--- config.mk ---
export PLATFORM = sky130hd
export DESIGN_NAME = hv_datapath
export DESIGN_NICKNAME = d
export VERILOG_FILES = /design/src/hdc_pkg.sv /design/src/hv_datapath.sv
export SDC_FILE = /design/constraint.sdc
export NUM_CORES = 1
export LEC_CHECK = 0
export BUFFER_PORTS_ARGS = -buffer_cell sky130_fd_sc_hd__buf_2
export CORE_ASPECT_RATIO = 1.25
export CORE_MARGIN = 4
export CORE_UTILIZATION = 35
export CTS_CLUSTER_DIAMETER = 150
export DETAILED_ROUTE_END_ITERATION = 6
export PLACE_DENSITY = 0.62
export RECOVER_POWER = 50
export SKIP_LAST_GASP = 1
export SYNTH_ARGS = -nofsm -noshare
export SYNTH_HDL_FRONTEND = slang
export SYNTH_SLANG_ARGS = --single-unit
--- constraint.sdc ---
create_clock -name clk -period 7 [get_ports clk]
set_clock_uncertainty 0.05 [all_clocks]
set_input_delay 1.05 -clock clk [delete_from_list [all_inputs] [get_ports clk]]
set_output_delay 1.05 -clock clk [all_outputs]
set_load 0.01 [all_outputs]
--- src/hdc_pkg.sv ---
`default_nettype none

package hdc_pkg;

    // opcode field width
    localparam int op_w = 4;

    // argument width
    // item address for gen/load/wb, rotate amount for perm
    localparam int arg_w = 12;

    // instruction opcodes
    typedef enum logic [op_w-1:0] {
        op_nop   = 4'd0,
        op_gen   = 4'd1,
        op_load  = 4'd2,
        op_xor   = 4'd3,
        op_perm  = 4'd4,
        op_move  = 4'd5,
        op_store = 4'd6,
        op_wb    = 4'd7
    } op_t;

    // 16 bit instruction word from the host
    typedef struct packed {
        op_t              op;
        logic [arg_w-1:0] arg;
    } instr_t;

    // decoded command, sequencer to datapath
    // fire is a one cycle execute strobe
    typedef struct packed {
        logic             fire;
        op_t              op;
        logic [arg_w-1:0] arg;
    } ctl_t;

endpackage

`default_nettype wire

--- src/hv_datapath.sv ---
`timescale 1ns/1ns
`default_nettype none

module hv_datapath #(
    parameter int hv_width  = 64,
    parameter int mem_depth = 512
) (
    input  wire logic                         clk,
    input  wire logic                         reset,
    input  wire hdc_pkg::ctl_t                ctl,
    input  wire logic [hv_width-1:0]          rd_data,
    input  wire logic [hv_width-1:0]          rand_vec,
    output logic                              wr_en,
    output logic      [$clog2(mem_depth)-1:0] wr_addr,
    output logic      [hv_width-1:0]          wr_data,
    output logic      [hv_width-1:0]          result,
    output logic                              result_valid
);

    localparam int addr_w = $clog2(mem_depth);

    // reg_a holds the bound operand
    // reg_b is the working register
    logic [hv_width-1:0] reg_a;
    logic [hv_width-1:0] reg_b;

    // permute path
    int unsigned         rot_amt;
    logic [hv_width-1:0] reg_b_rot;

    // rotate left by arg mod hv_width
    // bit i of reg_b lands on bit (i+k) mod hv_width
    always_comb begin
        rot_amt   = ctl.arg % hv_width;
        // k of zero shifts right by the full width, which gives zero
        reg_b_rot = (reg_b << rot_amt) | (reg_b >> (hv_width - rot_amt));
    end

    // register updates on fire
    always_ff @(posedge clk) begin
        if (reset) begin
            reg_a <= '0;
            reg_b <= '0;
        end else if (ctl.fire) begin
            case (ctl.op)
                hdc_pkg::op_load: begin
                    reg_b <= rd_data;
                end
                hdc_pkg::op_xor: begin
                    // bind
                    reg_b <= reg_a ^ reg_b;
                end
                hdc_pkg::op_perm: begin
                    reg_b <= reg_b_rot;
                end
                hdc_pkg::op_move: begin
                    reg_a <= reg_b;
                end
                default: begin
                    // nop, store, gen and wb leave both registers alone
                end
            endcase
        end
    end

    // store output
    // result holds until the next store, valid pulses one cycle
    always_ff @(posedge clk) begin
        if (reset) begin
            result       <= '0;
            result_valid <= 1'b0;
        end else begin
            result_valid <= 1'b0;
            if (ctl.fire && ctl.op == hdc_pkg::op_store) begin
                result       <= reg_b;
                result_valid <= 1'b1;
            end
        end
    end

    // memory write port, combinational from ctl
    // lands on the same edge as ack
    always_comb begin
        wr_en   = ctl.fire && (ctl.op == hdc_pkg::op_gen || ctl.op == hdc_pkg::op_wb);
        wr_addr = ctl.arg[addr_w-1:0];
        // gen stores the host random vector, wb the working register
        if (ctl.op == hdc_pkg::op_gen) begin
            wr_data = rand_vec;
        end else begin
            wr_data = reg_b;
        end
    end

endmodule

`default_nettype wire

==> flow_metrics.py <==
metrics = {
    "clocking": {
        "post_cts_buffers": 0,
        "worstSkewPairLatency_ps": 490,
        "htree_levels": 4,
        "cts_tree": "yes",
        "cts-buffers-inserted": 17,
        "cts.clk_slew.worst_paths_ps": 80,
        "cts.sinks": 193,
        "hold_buffers": 0,
        "cts_root_buf": "clkbuf_16",
        "clockBufferDepth": 2,
        "cts_resized": 0,
    },
    "setup_path": {
        "critPathMaxStageDelay_ps": 1800,
        "r2r_cells": 6,
        "worstPathCellList": "buf_2 > clkbuf_1 > nor2_2 > buf_4 > nand2_1 > nor3_1 > a2111oi_0 > o211a_1 > a211oi_1",
        "cp-start-kind": "input port",
        "cp-end-kind": "flop",
        "r2r_slack_ps": 3470,
        "worstReg2RegEnd": "reg_b[26]",
        "timing.rr.start": "reg_b[21]",
        "path_class": "in2reg",
        "critPathArrivalTime_ps": 5920,
        "crit_required_ps": 7140,
        "path_buf_inv": 3,
        "crit_fanout": 41,
        "cp_slowest_cell": "clkbuf_1",
        "crit_family": "buffers and inverters",
    },
    "cells_and_area": {
        "fill_cells": 5319,
        "final_util_pct": 39.6,
        "final_area_mm2": 0.0205,
        "multi_input_area_mm2": 0.0133,
        "drive_gt1_share_pct": 26.3,
        "regArea_mm2": 0.00386,
        "num-nets-final": 2469,
        "synthToLayoutAreaGrowth_pct": 11.6,
    },
    "synth": {
        "ys_seq_elements": 193,
        "yosys.cell_types.count": 84,
        "synth_warnings": 0,
        "syn_avg_cell_area_um2": 8.28,
        "synth-main-ff-cell": "dfxtp_1",
        "yosys.area.top_type": "dfxtp_1",
        "synthArstFlopShare_pct": 0,
        "synth_top_area_share_pct": 21.0,
        "seq_area_frac_synth_pct": 21.0,
        "syn-num-nets": 2371,
        "yosysMostFrequentCell": "nand2_1",
        "syn_area_mm2": 0.0184,
        "synth.area.top_cells": "dfxtp_1, mux4_2, mux2_2",
        "syn_inst": 2223,
        "synth-edff-count": 0,
        "ys_top_cells_by_count": "nand2_1, dfxtp_1, a21oi_1, clkbuf_1, mux2_2",
    },
    "run": {
        "cap_violations": 5,
    },
    "worst_hold_path": {
        "min_path_cells": 2,
        "min-delay-start": "result[15]",
        "min_path_type": "reg2reg",
        "whs_endpoint": "result[15]",
    },
    "global_route": {
        "track_usage_pct": 36.5,
        "grt_pass1_vias": 19206,
        "grt_start_max_net_pins": 90,
        "gr-total-overflow": 0,
        "antenna_found_initial": 2,
        "grt_pass1_wl_um": 148000,
    },
    "sta": {
        "slew_headroom_pct": -159,
        "tightest_slew_ps": 3890,
        "fmax_mhz": 173,
        "fin_ws_ps": 1230,
        "rsz0062_at_grt": "false",
        "slew_violations": 206,
        "finalSetupViolCount": 0,
        "period_share_pct": 82.5,
        "period_needed_ps": 5770,
        "hold_viol": 0,
        "setup-tns-final_ps": 0,
    },
    "detailed_routing": {
        "via_count": 20205,
        "dr.first_iter.drc_count": 2742,
        "wire_per_inst_um": 35.4,
        "drt-total-wl_um": 106000,
        "drt_pass1_iterations": 5,
        "ant_nets": 0,
        "drcViolationCount": 0,
        "avgViaCountPerCell": 6.73,
    },
    "floorplan": {
        "die_area_mm2": 0.0563,
        "num_rows": 93,
        "start_util_pct": 35.5,
        "die_h_um": 264,
        "die_w_um": 213,
        "io_pins": 286,
        "coreArea_mm2": 0.0518,
    },
    "pwr": {
        "vdd_ir_drop_max_v": 0.000173,
        "power_mw": 3.25,
        "powerDensity_mw_per_mm2": 158,
        "p_leak_nw": 7.76,
    },
    "place": {
        "globalplace.congestion": 1.07,
        "place_area_mm2": 0.0200,
        "io_buffers": 276,
        "place_ws_ps": 1800,
        "dp_hpwl_um": 77900,
    },
    "outcome": {
        "status": "finished with violations",
        "violations": "max-capacitance violations, max-slew violations",
    },
}
==> cell usage in the layout, fill, tap and decap left out, types with 23 or more instances in the layout <==
cell,instances
clkbuf_1,74
mux2i_1,148
o221ai_1,39
a21oi_1,182
dfxtp_1,193
a211oi_1,37
mux2_2,152
a31oi_1,29
buf_4,71
nand3_1,23
o21ai_0,98
xor2_1,53
buf_2,205
o22ai_1,28
mux4_2,108
nand2_1,363
nor3_1,23
nor2_1,143
a221oi_1,59
==> logic make-up after synthesis <==
logic type / count (synthesis) / share of synthesized area [%]
AOI/OAI and AO/OA: 627 / 22.9
adders and majority gates: 1 / 0.0680
DFF: 193 / 21.0
and+or+nand+nor: 630 / 14.5
xor gates and xnor gates: 63 / 3.00
buffers and inverters: 295 / 7.47
muxes: 414 / 31.0
==> routing by layer <==
| metal | up-vias | track usage (%) | share of wire [%] |
|---|---|---|---|
| met5 | - | 0 | 0 |
| met4 | 0 | 24.4 | 8.6 |
| met3 | 295 | 7.34 | 9.6 |
| met2 | 1351 | 55.5 | 44 |
| met1 | 10066 | 46.7 | 38 |
| li1 | 8493 | - | - |
==> layout make-up <==
| class | instances | area share (%) |
|---|---|---|
| well taps | 665 | 4.05 |
| inverters | 21 | 0.384 |
| diodes | 2 | 0.0244 |
| repair buffers | 353 | 9.29 |
| clock inverters | 14 | 0.750 |
| flip-flops and latches | 193 | 18.8 |
| multi-input cells | 1735 | 64.6 |
| clock buffers | 18 | 2.09 |
==> worst max path at each step <==
stage / from / end / slack [ps] / depth (start not counted)
after floorplan: ctl[0] / reg_b[32] / 2980 / 14
after global placement: ctl[1] / reg_b[26] / 1800 / 9
after detailed placement: ctl[1] / reg_b[26] / 1800 / 9
after CTS: ctl[1] / reg_b[26] / 2310 / 9
after global routing: ctl[1] / reg_b[26] / 1240 / 9
final: ctl[4] / reg_b[48] / 1230 / 9
==> report_power, final <==
group	internal (mW)	leakage, nW	switching [mW]
logic	0.361	5.91	0.666
registers	1.12	1.56	0.0665
clock network	0.483	0.289	0.557
total	1.96	7.76	1.29
==> flip-flops by register name (all words and copies together), names as in the netlist <==
| register | cells |
|---|---|
| reg_b | 64 |
| result_valid | 1 |
| reg_a | 64 |
| result | 64 |
==> worst min-delay path, cell delays in order (launching register included) <==
cell and delay (ps):
dfxtp_1 310, nand2_1 50, a21oi_1 50
==> stage by stage <==
step | instances | hold slack [ps]
finish | 3001 | 408
global route | 2999 | 424
CTS | 2999 | 408
detailed placement | 2967 | 396
global placement | 2967 | 391
floorplan | 2223 | 396
Power figures use the tool's default switching activity.
