[src/hdc_pkg.sv]
`default_nettype none

package hdc_pkg;

    // opcode field width
    localparam int op_w = 4;

    // argument width
    // item address for gen/load/wb, rotate amount for perm
    localparam int arg_w = 12;

    // instruction opcodes
    typedef enum logic [op_w-1:0] {
        op_nop   = 4'd0,
        op_gen   = 4'd1,
        op_load  = 4'd2,
        op_xor   = 4'd3,
        op_perm  = 4'd4,
        op_move  = 4'd5,
        op_store = 4'd6,
        op_wb    = 4'd7
    } op_t;

    // 16 bit instruction word from the host
    typedef struct packed {
        op_t              op;
        logic [arg_w-1:0] arg;
    } instr_t;

    // decoded command, sequencer to datapath
    // fire is a one cycle execute strobe
    typedef struct packed {
        logic             fire;
        op_t              op;
        logic [arg_w-1:0] arg;
    } ctl_t;

endpackage

`default_nettype wire

[src/instr_sequencer.sv]
`timescale 1ns/1ns
`default_nettype none

module instr_sequencer #(
    parameter int mem_depth = 512
) (
    input  wire logic                         clk,
    input  wire logic                         reset,
    input  wire logic                         req,
    input  wire hdc_pkg::instr_t              instr,
    output logic                              ack,
    output hdc_pkg::ctl_t                     ctl,
    output logic      [$clog2(mem_depth)-1:0] rd_addr
);

    localparam int addr_w = $clog2(mem_depth);

    // handshake and execute sequence
    // idle   waiting for req
    // read   address out, memory read in flight
    // exec   read data ready, fire high for this cycle
    // hold   ack high until req drops
    typedef enum logic [1:0] {
        st_idle,
        st_read,
        st_exec,
        st_hold
    } state_t;

    state_t          state;
    state_t          state_nxt;
    hdc_pkg::instr_t instr_q;

    // next state
    always_comb begin
        state_nxt = state;
        case (state)
            st_idle: begin
                // ack is already low whenever we sit in idle
                if (req) begin
                    state_nxt = st_read;
                end
            end
            st_read: begin
                state_nxt = st_exec;
            end
            st_exec: begin
                state_nxt = st_hold;
            end
            st_hold: begin
                // back-pressure, nothing runs again while req stays high
                if (!req) begin
                    state_nxt = st_idle;
                end
            end
            default: begin
                state_nxt = st_idle;
            end
        endcase
    end

    always_ff @(posedge clk) begin
        if (reset) begin
            state <= st_idle;
        end else begin
            state <= state_nxt;
        end
    end

    // instruction latch on acceptance
    // host keeps instr stable, but the copy frees it after E0
    always_ff @(posedge clk) begin
        if (state == st_idle && req) begin
            instr_q <= instr;
        end
    end

    // read address straight from the latch, valid from E0
    // only the low bits of arg address the memory
    assign rd_addr = instr_q.arg[addr_w-1:0];

    // command to the datapath
    always_comb begin
        ctl.fire = (state == st_exec);
        ctl.op   = instr_q.op;
        ctl.arg  = instr_q.arg;
    end

    // ack rises on the edge the datapath updates
    // falls on the edge after req is seen low
    assign ack = (state == st_hold);

endmodule

`default_nettype wire

[config.mk]
export PLATFORM = sky130hd
export DESIGN_NAME = instr_sequencer
export DESIGN_NICKNAME = d
export VERILOG_FILES = /design/src/hdc_pkg.sv /design/src/instr_sequencer.sv
export SDC_FILE = /design/constraint.sdc
export NUM_CORES = 1
export LEC_CHECK = 0
export ABC_CLOCK_PERIOD_IN_PS = 1500
export BUFFER_PORTS_ARGS = -buffer_cell sky130_fd_sc_hd__buf_2
export CAP_MARGIN = 10
export CORE_UTILIZATION = 40
export DETAILED_ROUTE_END_ITERATION = 16
export GPL_ROUTABILITY_DRIVEN = 0
export HOLD_SLACK_MARGIN = 0.15
export PLACE_DENSITY = 0.76
export SETUP_SLACK_MARGIN = 0.15
export SYNTH_ARGS = -nofsm -noshare
export SYNTH_HDL_FRONTEND = slang
export SYNTH_SLANG_ARGS = --single-unit
[constraint.sdc]
create_clock -name clk -period 1.5 [get_ports clk]
set_input_delay 0.375 -clock clk [delete_from_list [all_inputs] [get_ports clk]]
set_output_delay 0.375 -clock clk [all_outputs]
set_load 0.005 [all_outputs]
==> results of run 1 <==
## power groups by stage
| stage | Sequential [mW] | Combinational (mW) | Clock [mW] |
|---|---|---|---|
| after floorplan | 0.786 | 0.257 | 0 |
| after CTS | 0.772 | 0.439 | 0.238 |
| after global routing | 0.796 | 0.538 | 0.265 |
| final | 0.781 | 0.489 | 0.231 |
| after global placement | 0.766 | 0.398 | 0 |
| after detailed placement | 0.773 | 0.406 | 0 |
## worst min-delay path by stage
stage                                        to                  start  depth (start not counted)  slack [ns]
final                         ctl[13]$_DFFE_PP_              instr[13]                          1        0.26
after detailed placement  state[0]$_SDFFE_PP0P_  state[0]$_SDFFE_PP0P_                          2        0.51
after global routing          ctl[12]$_DFFE_PP_              instr[12]                          1        0.23
after floorplan                ctl[0]$_DFFE_PP_               instr[0]                          0        0.47
after global placement    state[0]$_SDFFE_PP0P_  state[0]$_SDFFE_PP0P_                          2        0.51
after CTS                     ctl[12]$_DFFE_PP_              instr[12]                          1        0.25
## area by class of cell
class,instances,area [sq um]
fillers,140,719
flip-flops and latches,18,528
repair buffers,47,246
multi-input cells,13,146
well taps,25,31.3
clock buffers,3,22.5
inverters,2,10.0
clock inverters,1,3.75
## flip-flops by register name, summed over array words and instances (netlist names)
name and count:
state 2, ctl 16
## timing repair
action | in CTS | in global routing
buffers inserted | 1 | 1
setup endpoints to repair | 17 | 18
gates resized for setup | 5 | 6
pin swaps | 1 | 1
## cells by family after synthesis
logic type,after synthesis,share of synthesized area
compound gates,1,0.0103
buf+inv,11,0.103
fa+ha+maj,5,0.0862
mux,3,0.0465
simple gates,4,0.0362
flops,18,0.717
## worst register-to-register path, stage by stage, from the launching register on
cell     delay, ns
dfxtp_4       0.38
inv_1         0.09
ha_1          0.21
and2_4        0.29
## metal layers
metal | vias up | wire [microns]
met5 | - | 0
met3 | 0 | 125
met4 | 0 | 0
li1 | 223 | -
met2 | 30 | 585
met1 | 202 | 378
## Yosys cell counts, drive strengths merged
| cell type | count |
|---|---|
| inv | 2 |
| edfxtp | 16 |
| and2 | 1 |
| buf | 9 |
| ha | 5 |
| o21bai | 1 |
| nand2b | 3 |
| dfxtp | 2 |
| mux2i | 3 |
## through the flow
step                      std cells  power, mW   util
final                           109       1.50  0.579
after global routing            109       1.60  0.579
after CTS                       108       1.45  0.564
after detailed placement        103       1.18  0.536
after global placement          103       1.16  0.536
after floorplan                  42       1.04      -
==> flow_metrics.py, run 1 <==
metrics = {
    "run_status": {
        "status": "finished clean",
    },
    "critical_path": {
        "worst_setup_path_start_kind": "flop",
        "crit_type": "reg2out",
        "r2r_start": "state[1]$_SDFFE_PP0P_",
        "reg2regPathDepth": 3,
        "cp_num_cells": 3,
        "crit_family": "flip-flops",
        "path_cells": "inv_4 -> ha_4 -> buf_6",
        "path_max_fanout": 3,
        "critPathMaxStageDelay_ns": 0.38,
        "slowest_stage": "dfxtp_4",
        "critPathLaunch": "state[0]$_SDFFE_PP0P_",
        "r2r_slack_ns": 0.24,
        "cp.arrival_ns": 0.96,
        "cp.required_ns": 1.12,
        "cp_num_buf_inv": 2,
        "end_kind": "output pin",
        "endpoint": "ctl[16]",
        "r2r-end": "ctl[7]$_DFFE_PP_",
    },
    "clocking": {
        "cts_sinks": 18,
        "cts_tree": "built",
        "cts_hold_buf": 0,
        "clockRootBuffer": "clkbuf_4",
        "clock_latency_ns": 0.28,
        "cts_made_buffers": 3,
        "h-tree-depth": 1,
        "clk_path_buf_depth": 2,
        "path_clk_slew_ns": 0.10,
    },
    "detailed_routing": {
        "dr_total_vias": 455,
        "avgRoutedWirePerCell_microns": 9.98,
        "vias_per_cell": 4.17,
        "first_iter_violations": 9,
        "wl_microns": 1090,
        "drcViolationCount": 0,
        "ant_nets": 0,
        "drtPass1Iterations": 2,
    },
    "global_routing": {
        "grt-ovfl-total": 0,
        "use_met1": 0.0880,
        "grt_busiest_layer": "met2",
        "antenna_found_initial": 0,
        "grtUsageTotal": 0.102,
        "use_met3": 0.0449,
        "grt_pass1_vias": 366,
        "use_met2": 0.191,
        "grt_pass1_wl_microns": 1380,
        "grt_max_degree": 17,
    },
    "sta": {
        "rsz0062_at_grt": "true",
        "fmax_ghz": 0.752,
        "setup_violations": 0,
        "finalClockSkew_ns": 0.00279,
        "fin_ws_ns": 0.170,
        "max_slew.worst_pin.slew_ns": 0.257,
        "holdWs_ns": 0.262,
        "post-route-period-util": 0.887,
        "drv_slew": 0,
        "slew_headroom": 0.825,
        "fin_setup_tns_ns": 0,
        "period_minus_slack_ns": 1.33,
        "hold_violations": 0,
    },
    "final_layout": {
        "layout_commonest_cell": "buf_2",
        "layout_common_cells": "buf_2 (44), edfxtp_1 (16), nand2b_1 (3), ha_1 (3), clkbuf_4 (3)",
        "antenna_cells": 0,
        "design_area_sq_um": 988,
        "fin_nets": 109,
        "drive_above_1_share": 0.679,
        "syn_to_final_growth_pct": 36.2,
    },
    "placement": {
        "place_ws_ns": 0.149,
        "dp_hpwl_microns": 807,
        "portBuffers": 45,
        "placed_area_sq_um": 915,
    },
    "floorplanning": {
        "rows": 15,
        "die_x_microns": 44.6,
        "start_util": 0.425,
        "core_sq_um": 1710,
        "io_pins": 46,
        "die_area_sq_um": 1990,
        "fp.dieH_microns": 44.6,
    },
    "synthesis": {
        "synth_top_cell_by_area": "edfxtp_1",
        "ys_ff_latch": 18,
        "synth.area.top_cells": "edfxtp_1 (66%), buf_4 (9.3%), ha_1 (8.6%)",
        "seq_area_frac_synth": 0.717,
        "syn-num-nets": 66,
        "synth_cells": 42,
        "syn_area_sq_um": 726,
        "synth_area_per_cell_sq_um": 17.3,
        "yosysUniqueCellTypes": 10,
        "netlist.area_leader.share": 0.662,
        "ys_warn_count": 0,
    },
    "power": {
        "pwr-share-clk": 0.154,
        "comb_power_share": 0.326,
        "seq_power_share": 0.520,
        "power_density_nw_per_um2": 1520,
        "power.leakage_nw": 0.452,
        "sw_frac_of_total": 0.290,
        "p_int_mw": 1.07,
        "power_switching_mw": 0.435,
        "vdd_drop_max_mv": 0.860,
    },
    "min_path": {
        "min_path_type": "in2reg",
    },
    "flow_run": {
        "max_cap_viol_count": 0,
    },
}
Power figures use the tool's default switching activity.
==> run 2, diff against run 1 <==
--- a/config.mk
+++ b/config.mk
@@ -8,12 +8,15 @@
 export ABC_CLOCK_PERIOD_IN_PS = 1500
 export BUFFER_PORTS_ARGS = -buffer_cell sky130_fd_sc_hd__buf_2
 export CAP_MARGIN = 10
-export CORE_UTILIZATION = 40
+export CELL_PAD_IN_SITES_DETAIL_PLACEMENT = 1
+export CELL_PAD_IN_SITES_GLOBAL_PLACEMENT = 1
+export CORE_UTILIZATION = 31
 export DETAILED_ROUTE_END_ITERATION = 16
 export GPL_ROUTABILITY_DRIVEN = 0
 export HOLD_SLACK_MARGIN = 0.15
-export PLACE_DENSITY = 0.76
-export SETUP_SLACK_MARGIN = 0.15
+export MAX_ROUTING_LAYER = met4
+export PLACE_DENSITY_LB_ADDON = 0.1
+export SETUP_SLACK_MARGIN = 0.4
 export SYNTH_ARGS = -nofsm -noshare
 export SYNTH_HDL_FRONTEND = slang
 export SYNTH_SLANG_ARGS = --single-unit
==> flow_metrics.py, run 2 (same netlist as run 1, synthesis figures left out) <==
metrics = {
    "detailed_routing": {
        "avgRoutedWirePerCell_microns": 11.4,
        "wl_microns": 1310,
        "ant_nets": 0,
        "dr_total_vias": 466,
        "drcViolationCount": 0,
        "first_iter_violations": 4,
        "drtPass1Iterations": 5,
        "vias_per_cell": 4.05,
    },
    "final_layout": {
        "drive_above_1_share": 0.713,
        "largest_reg_flops": 16,
        "layout_commonest_cell": "buf_2",
        "fillCellCount": 241,
        "layout_common_cells": "buf_2 (44), edfxtp_1 (16), nand2b_1 (3), clkbuf_4 (3), buf_4 (3)",
        "antenna_cells": 0,
        "syn_to_final_growth_pct": 42.8,
        "fin_nets": 112,
    },
    "sta": {
        "fin_ws_ns": 0.172,
        "post-route-period-util": 0.885,
        "finalClockSkew_ns": 0.000785,
        "slew_headroom": 0.885,
        "fmax_ghz": 0.753,
        "setup_violations": 0,
        "rsz0062_at_grt": "true",
        "hold_violations": 0,
        "period_minus_slack_ns": 1.33,
        "fin_setup_tns_ns": 0,
        "max_slew.worst_pin.slew_ns": 0.169,
        "drv_slew": 0,
    },
    "critical_path": {
        "worst_setup_path_start_kind": "flop",
        "cp.required_ns": 1.12,
        "r2r_start": "state[0]$_SDFFE_PP0P_",
        "cp.arrival_ns": 0.95,
        "path_max_fanout": 3,
        "end_kind": "output pin",
        "crit_type": "reg2out",
        "critPathLaunch": "state[0]$_SDFFE_PP0P_",
    },
    "power": {
        "power.leakage_nw": 0.467,
        "vdd_drop_max_mv": 0.831,
        "p_int_mw": 1.15,
        "comb_power_share": 0.374,
        "power_density_nw_per_um2": 1560,
        "sw_frac_of_total": 0.292,
        "fin_total_pwr_mw": 1.62,
        "pwr-share-clk": 0.145,
        "seq_power_share": 0.482,
        "power_switching_mw": 0.471,
    },
    "clocking": {
        "cts_tree": "built",
        "cts_hold_buf": 0,
        "h-tree-depth": 1,
        "clockRootBuffer": "clkbuf_4",
        "path_clk_slew_ns": 0.10,
        "cts_made_buffers": 3,
        "clock_latency_ns": 0.28,
        "cts_sinks": 18,
        "clk_path_buf_depth": 2,
    },
    "global_routing": {
        "use_met2": 0.191,
        "grt_pass1_wl_microns": 1820,
        "use_met3": 0.0273,
        "grt_pass1_vias": 416,
        "grt-ovfl-total": 0,
        "antenna_found_initial": 0,
        "grt_busiest_layer": "met2",
        "use_met1": 0.103,
        "grtUsageTotal": 0.108,
        "grt_max_degree": 11,
    },
    "run_status": {
        "status": "finished clean",
    },
    "placement": {
        "dp_hpwl_microns": 970,
        "portBuffers": 45,
        "place_ws_ns": 0.335,
    },
    "floorplanning": {
        "rows": 17,
        "die_area_sq_um": 2540,
        "core_sq_um": 2210,
        "io_pins": 46,
        "die_x_microns": 50.4,
        "fp.dieH_microns": 50.4,
        "start_util": 0.328,
    },
    "min_path": {
        "hold_path_startpoint": "instr[3]",
        "min_path_type": "in2reg",
    },
    "flow_run": {
        "max_cap_viol_count": 0,
    },
}
run 2: cell count changes in the layout (fill, tap and decap cells not counted), sizes merged:
cell	before	now
and2	1	2
buf	47	49
run 2: layout make-up:
cell class	count	area (sq um)	area share
flip-flops and latches	18	526	0.507
repair buffers	49	265	0.256
multi-input cells	14	176	0.170
well taps	28	35.0	0.0338
clock buffers	3	22.5	0.0217
inverters	2	7.51	0.00725
clock inverters	1	3.75	0.00362
run 2: routing by layer:
metal,wire length [microns],up-vias,share of wire
met5,0,-,0
met4,0,0,0
met3,68,0,0.052
met2,728,22,0.56
met1,511,216,0.39
li1,-,228,-
run 2: per-stage QoR:
stage          utilization  instances  cell area [sq um]  hold WS [ns]
5_1_grt              0.468        115               1040         0.236
4_1_cts              0.460        113               1020         0.249
6_report             0.468        115               1040         0.260
2_1_floorplan            -         42                741         0.474
3_5_place_dp         0.422        106                933         0.508
3_3_place_gp         0.422        106                933         0.504
run 2: critical path, cell delays in order (launching register included):
cell and delay [ns]:
dfxtp_2 0.36, inv_2 0.05, ha_4 0.15, buf_6 0.11
run 2: power by group through the flow:
stage	clock network (mW)	registers [mW]	logic, mW
after floorplan	0	0.793	0.294
after global placement	0	0.776	0.453
after detailed placement	0	0.784	0.447
after CTS	0.248	0.784	0.569
after global routing	0.264	0.797	0.668
final	0.234	0.779	0.604
run 2: final timing paths:
kind / end / slack (ns) / depth (start not counted)
min reg2reg: state[1]$_SDFFE_PP0P_ / 0.54 / 2
min: ctl[3]$_DFFE_PP_ / 0.26 / 1
max reg2reg: ctl[1]$_DFFE_PP_ / 0.24 / 5
max: ctl[16] / 0.17 / 3
run 2: repair_timing:
item / CTS / global route
cloned: 1 / 0
setup buffers: 2 / 2
hold endpoints to repair: 0 / 0
endpoints found under the setup margin: 45 / 45
pin swaps: 1 / 1
gates resized for setup: 8 / 1
==> run 3, diff against run 2 <==
--- a/config.mk
+++ b/config.mk
@@ -13,10 +13,10 @@
 export CORE_UTILIZATION = 31
 export DETAILED_ROUTE_END_ITERATION = 16
 export GPL_ROUTABILITY_DRIVEN = 0
-export HOLD_SLACK_MARGIN = 0.15
 export MAX_ROUTING_LAYER = met4
 export PLACE_DENSITY_LB_ADDON = 0.1
 export SETUP_SLACK_MARGIN = 0.4
+export SKIP_LAST_GASP = 1
 export SYNTH_ARGS = -nofsm -noshare
 export SYNTH_HDL_FRONTEND = slang
 export SYNTH_SLANG_ARGS = --single-unit
==> constraint.sdc (replaced) <==
create_clock -name clk -period 1.5 [get_ports clk]
set_input_delay 0.375 -clock clk [delete_from_list [all_inputs] [get_ports clk]]
set_output_delay 0.375 -clock clk [all_outputs]
set_load 0.05 [all_outputs]
==> flow_metrics.py, run 3 (same netlist as run 1, synthesis figures left out) <==
metrics = {
    "run_status": {
        "status": "finished clean",
    },
    "min_path": {
        "hold_path_startpoint": "instr[15]",
        "min_path_type": "in2reg",
    },
    "sta": {
        "finalClockSkew_ns": 0.00136,
        "fin_setup_tns_ns": 0,
        "period_minus_slack_ns": 1.39,
        "setup_violations": 0,
        "drv_slew": 0,
        "holdWs_ns": 0.256,
        "rsz0062_at_grt": "true",
        "post-route-period-util": 0.929,
        "slew_headroom": 0.874,
        "fin_ws_ns": 0.107,
        "max_slew.worst_pin.slew_ns": 0.186,
        "fmax_ghz": 0.718,
        "hold_violations": 0,
    },
    "final_layout": {
        "largest_reg_flops": 16,
        "layout_commonest_cell": "buf_6",
        "design_area_sq_um": 1220,
        "utilization": 0.550,
        "fillCellCount": 212,
        "fin_nets": 112,
        "antenna_cells": 0,
        "final_cells": 115,
        "drive_above_1_share": 0.724,
        "layout_common_cells": "buf_6 (28), buf_2 (18), edfxtp_1 (16), nand2b_1 (3), clkbuf_4 (3)",
        "syn_to_final_growth_pct": 67.6,
    },
    "critical_path": {
        "r2r_start": "state[0]$_SDFFE_PP0P_",
        "crit_type": "reg2out",
        "cp.required_ns": 1.12,
        "critPathLaunch": "state[1]$_SDFFE_PP0P_",
        "end_kind": "output pin",
        "worst_setup_path_start_kind": "flop",
        "cp.arrival_ns": 1.02,
        "path_max_fanout": 4,
        "r2r_slack_ns": 0.24,
    },
    "global_routing": {
        "grt_pass1_vias": 488,
        "grt-ovfl-total": 0,
        "grt_pass1_wl_microns": 2130,
        "antenna_found_initial": 0,
        "grt_max_degree": 11,
        "grtUsageTotal": 0.123,
    },
    "detailed_routing": {
        "wl_microns": 1450,
        "drtPass1Iterations": 5,
        "vias_per_cell": 4.27,
        "ant_nets": 0,
        "dr_total_vias": 491,
        "first_iter_violations": 4,
        "drcViolationCount": 0,
        "avgRoutedWirePerCell_microns": 12.6,
    },
    "power": {
        "power.leakage_nw": 0.522,
        "fin_total_pwr_mw": 2.45,
        "power_density_nw_per_um2": 2020,
        "vdd_drop_max_mv": 0.949,
    },
    "clocking": {
        "cts_sinks": 18,
        "cts_made_buffers": 3,
        "cts_hold_buf": 0,
        "clock_latency_ns": 0.28,
        "cts_tree": "built",
        "clk_path_buf_depth": 2,
        "clockRootBuffer": "clkbuf_4",
        "path_clk_slew_ns": 0.10,
        "h-tree-depth": 1,
    },
    "placement": {
        "dp.cells": 106,
        "portBuffers": 45,
        "placed_area_sq_um": 938,
        "place_ws_ns": 0.262,
    },
    "floorplanning": {
        "die_area_sq_um": 2540,
        "start_util": 0.328,
        "io_pins": 46,
        "die_x_microns": 50.4,
        "fp.dieH_microns": 50.4,
        "core_sq_um": 2210,
        "rows": 17,
    },
    "flow_run": {
        "max_cap_viol_count": 0,
    },
}
==> run 3: cell counts in the layout (fill, tap and decap cells not counted) <==
No cell type changed its count.
==> run 3: what timing repair did <==
action,in CTS,in global routing
setup buffers,3,1
pin swaps,1,1
setup endpoints to repair,45,45
resized for setup,62,4
gates cloned,1,0
==> run 3: path summary, 6_finish.rpt <==
| check | to | cells after the start |
|---|---|---|
| worst max-delay path | ack | 2 |
| worst min-delay path | ctl[15]$_DFFE_PP_ | 1 |
| worst max register to register | state[0]$_SDFFE_PP0P_ | 6 |
| worst min register to register | state[1]$_SDFFE_PP0P_ | 3 |
==> run 3: layout make-up <==
class / instances / area (sq um) / share of cell area
flip-flops and latches: 18 / 528 / 0.434
repair buffers: 49 / 435 / 0.358
multi-input cells: 14 / 179 / 0.147
well taps: 28 / 35.0 / 0.0288
clock buffers: 3 / 22.5 / 0.0185
inverters: 2 / 12.5 / 0.0103
clock inverters: 1 / 3.75 / 0.00309
==> run 3: per-layer routing <==
| layer | vias to the layer above | wire length, microns | track usage |
|---|---|---|---|
| li1 | 229 | - | - |
| met1 | 236 | 490 | 0.108 |
| met2 | 24 | 887 | 0.240 |
| met3 | 2 | 53 | 0.0212 |
| met4 | 0 | 15 | 0.0694 |
| met5 | - | 0 | - |
==> run 3: power breakdown <==
part | internal (mW) | switching, mW
combinational | 0.551 | 0.833
clock | 0.0966 | 0.143
sequential | 0.722 | 0.108
total | 1.37 | 1.08
==> run 3: critical path, stage by stage, from the launching register on <==
cell     delay (ns)
dfxtp_4        0.40
ha_2           0.18
buf_6          0.15
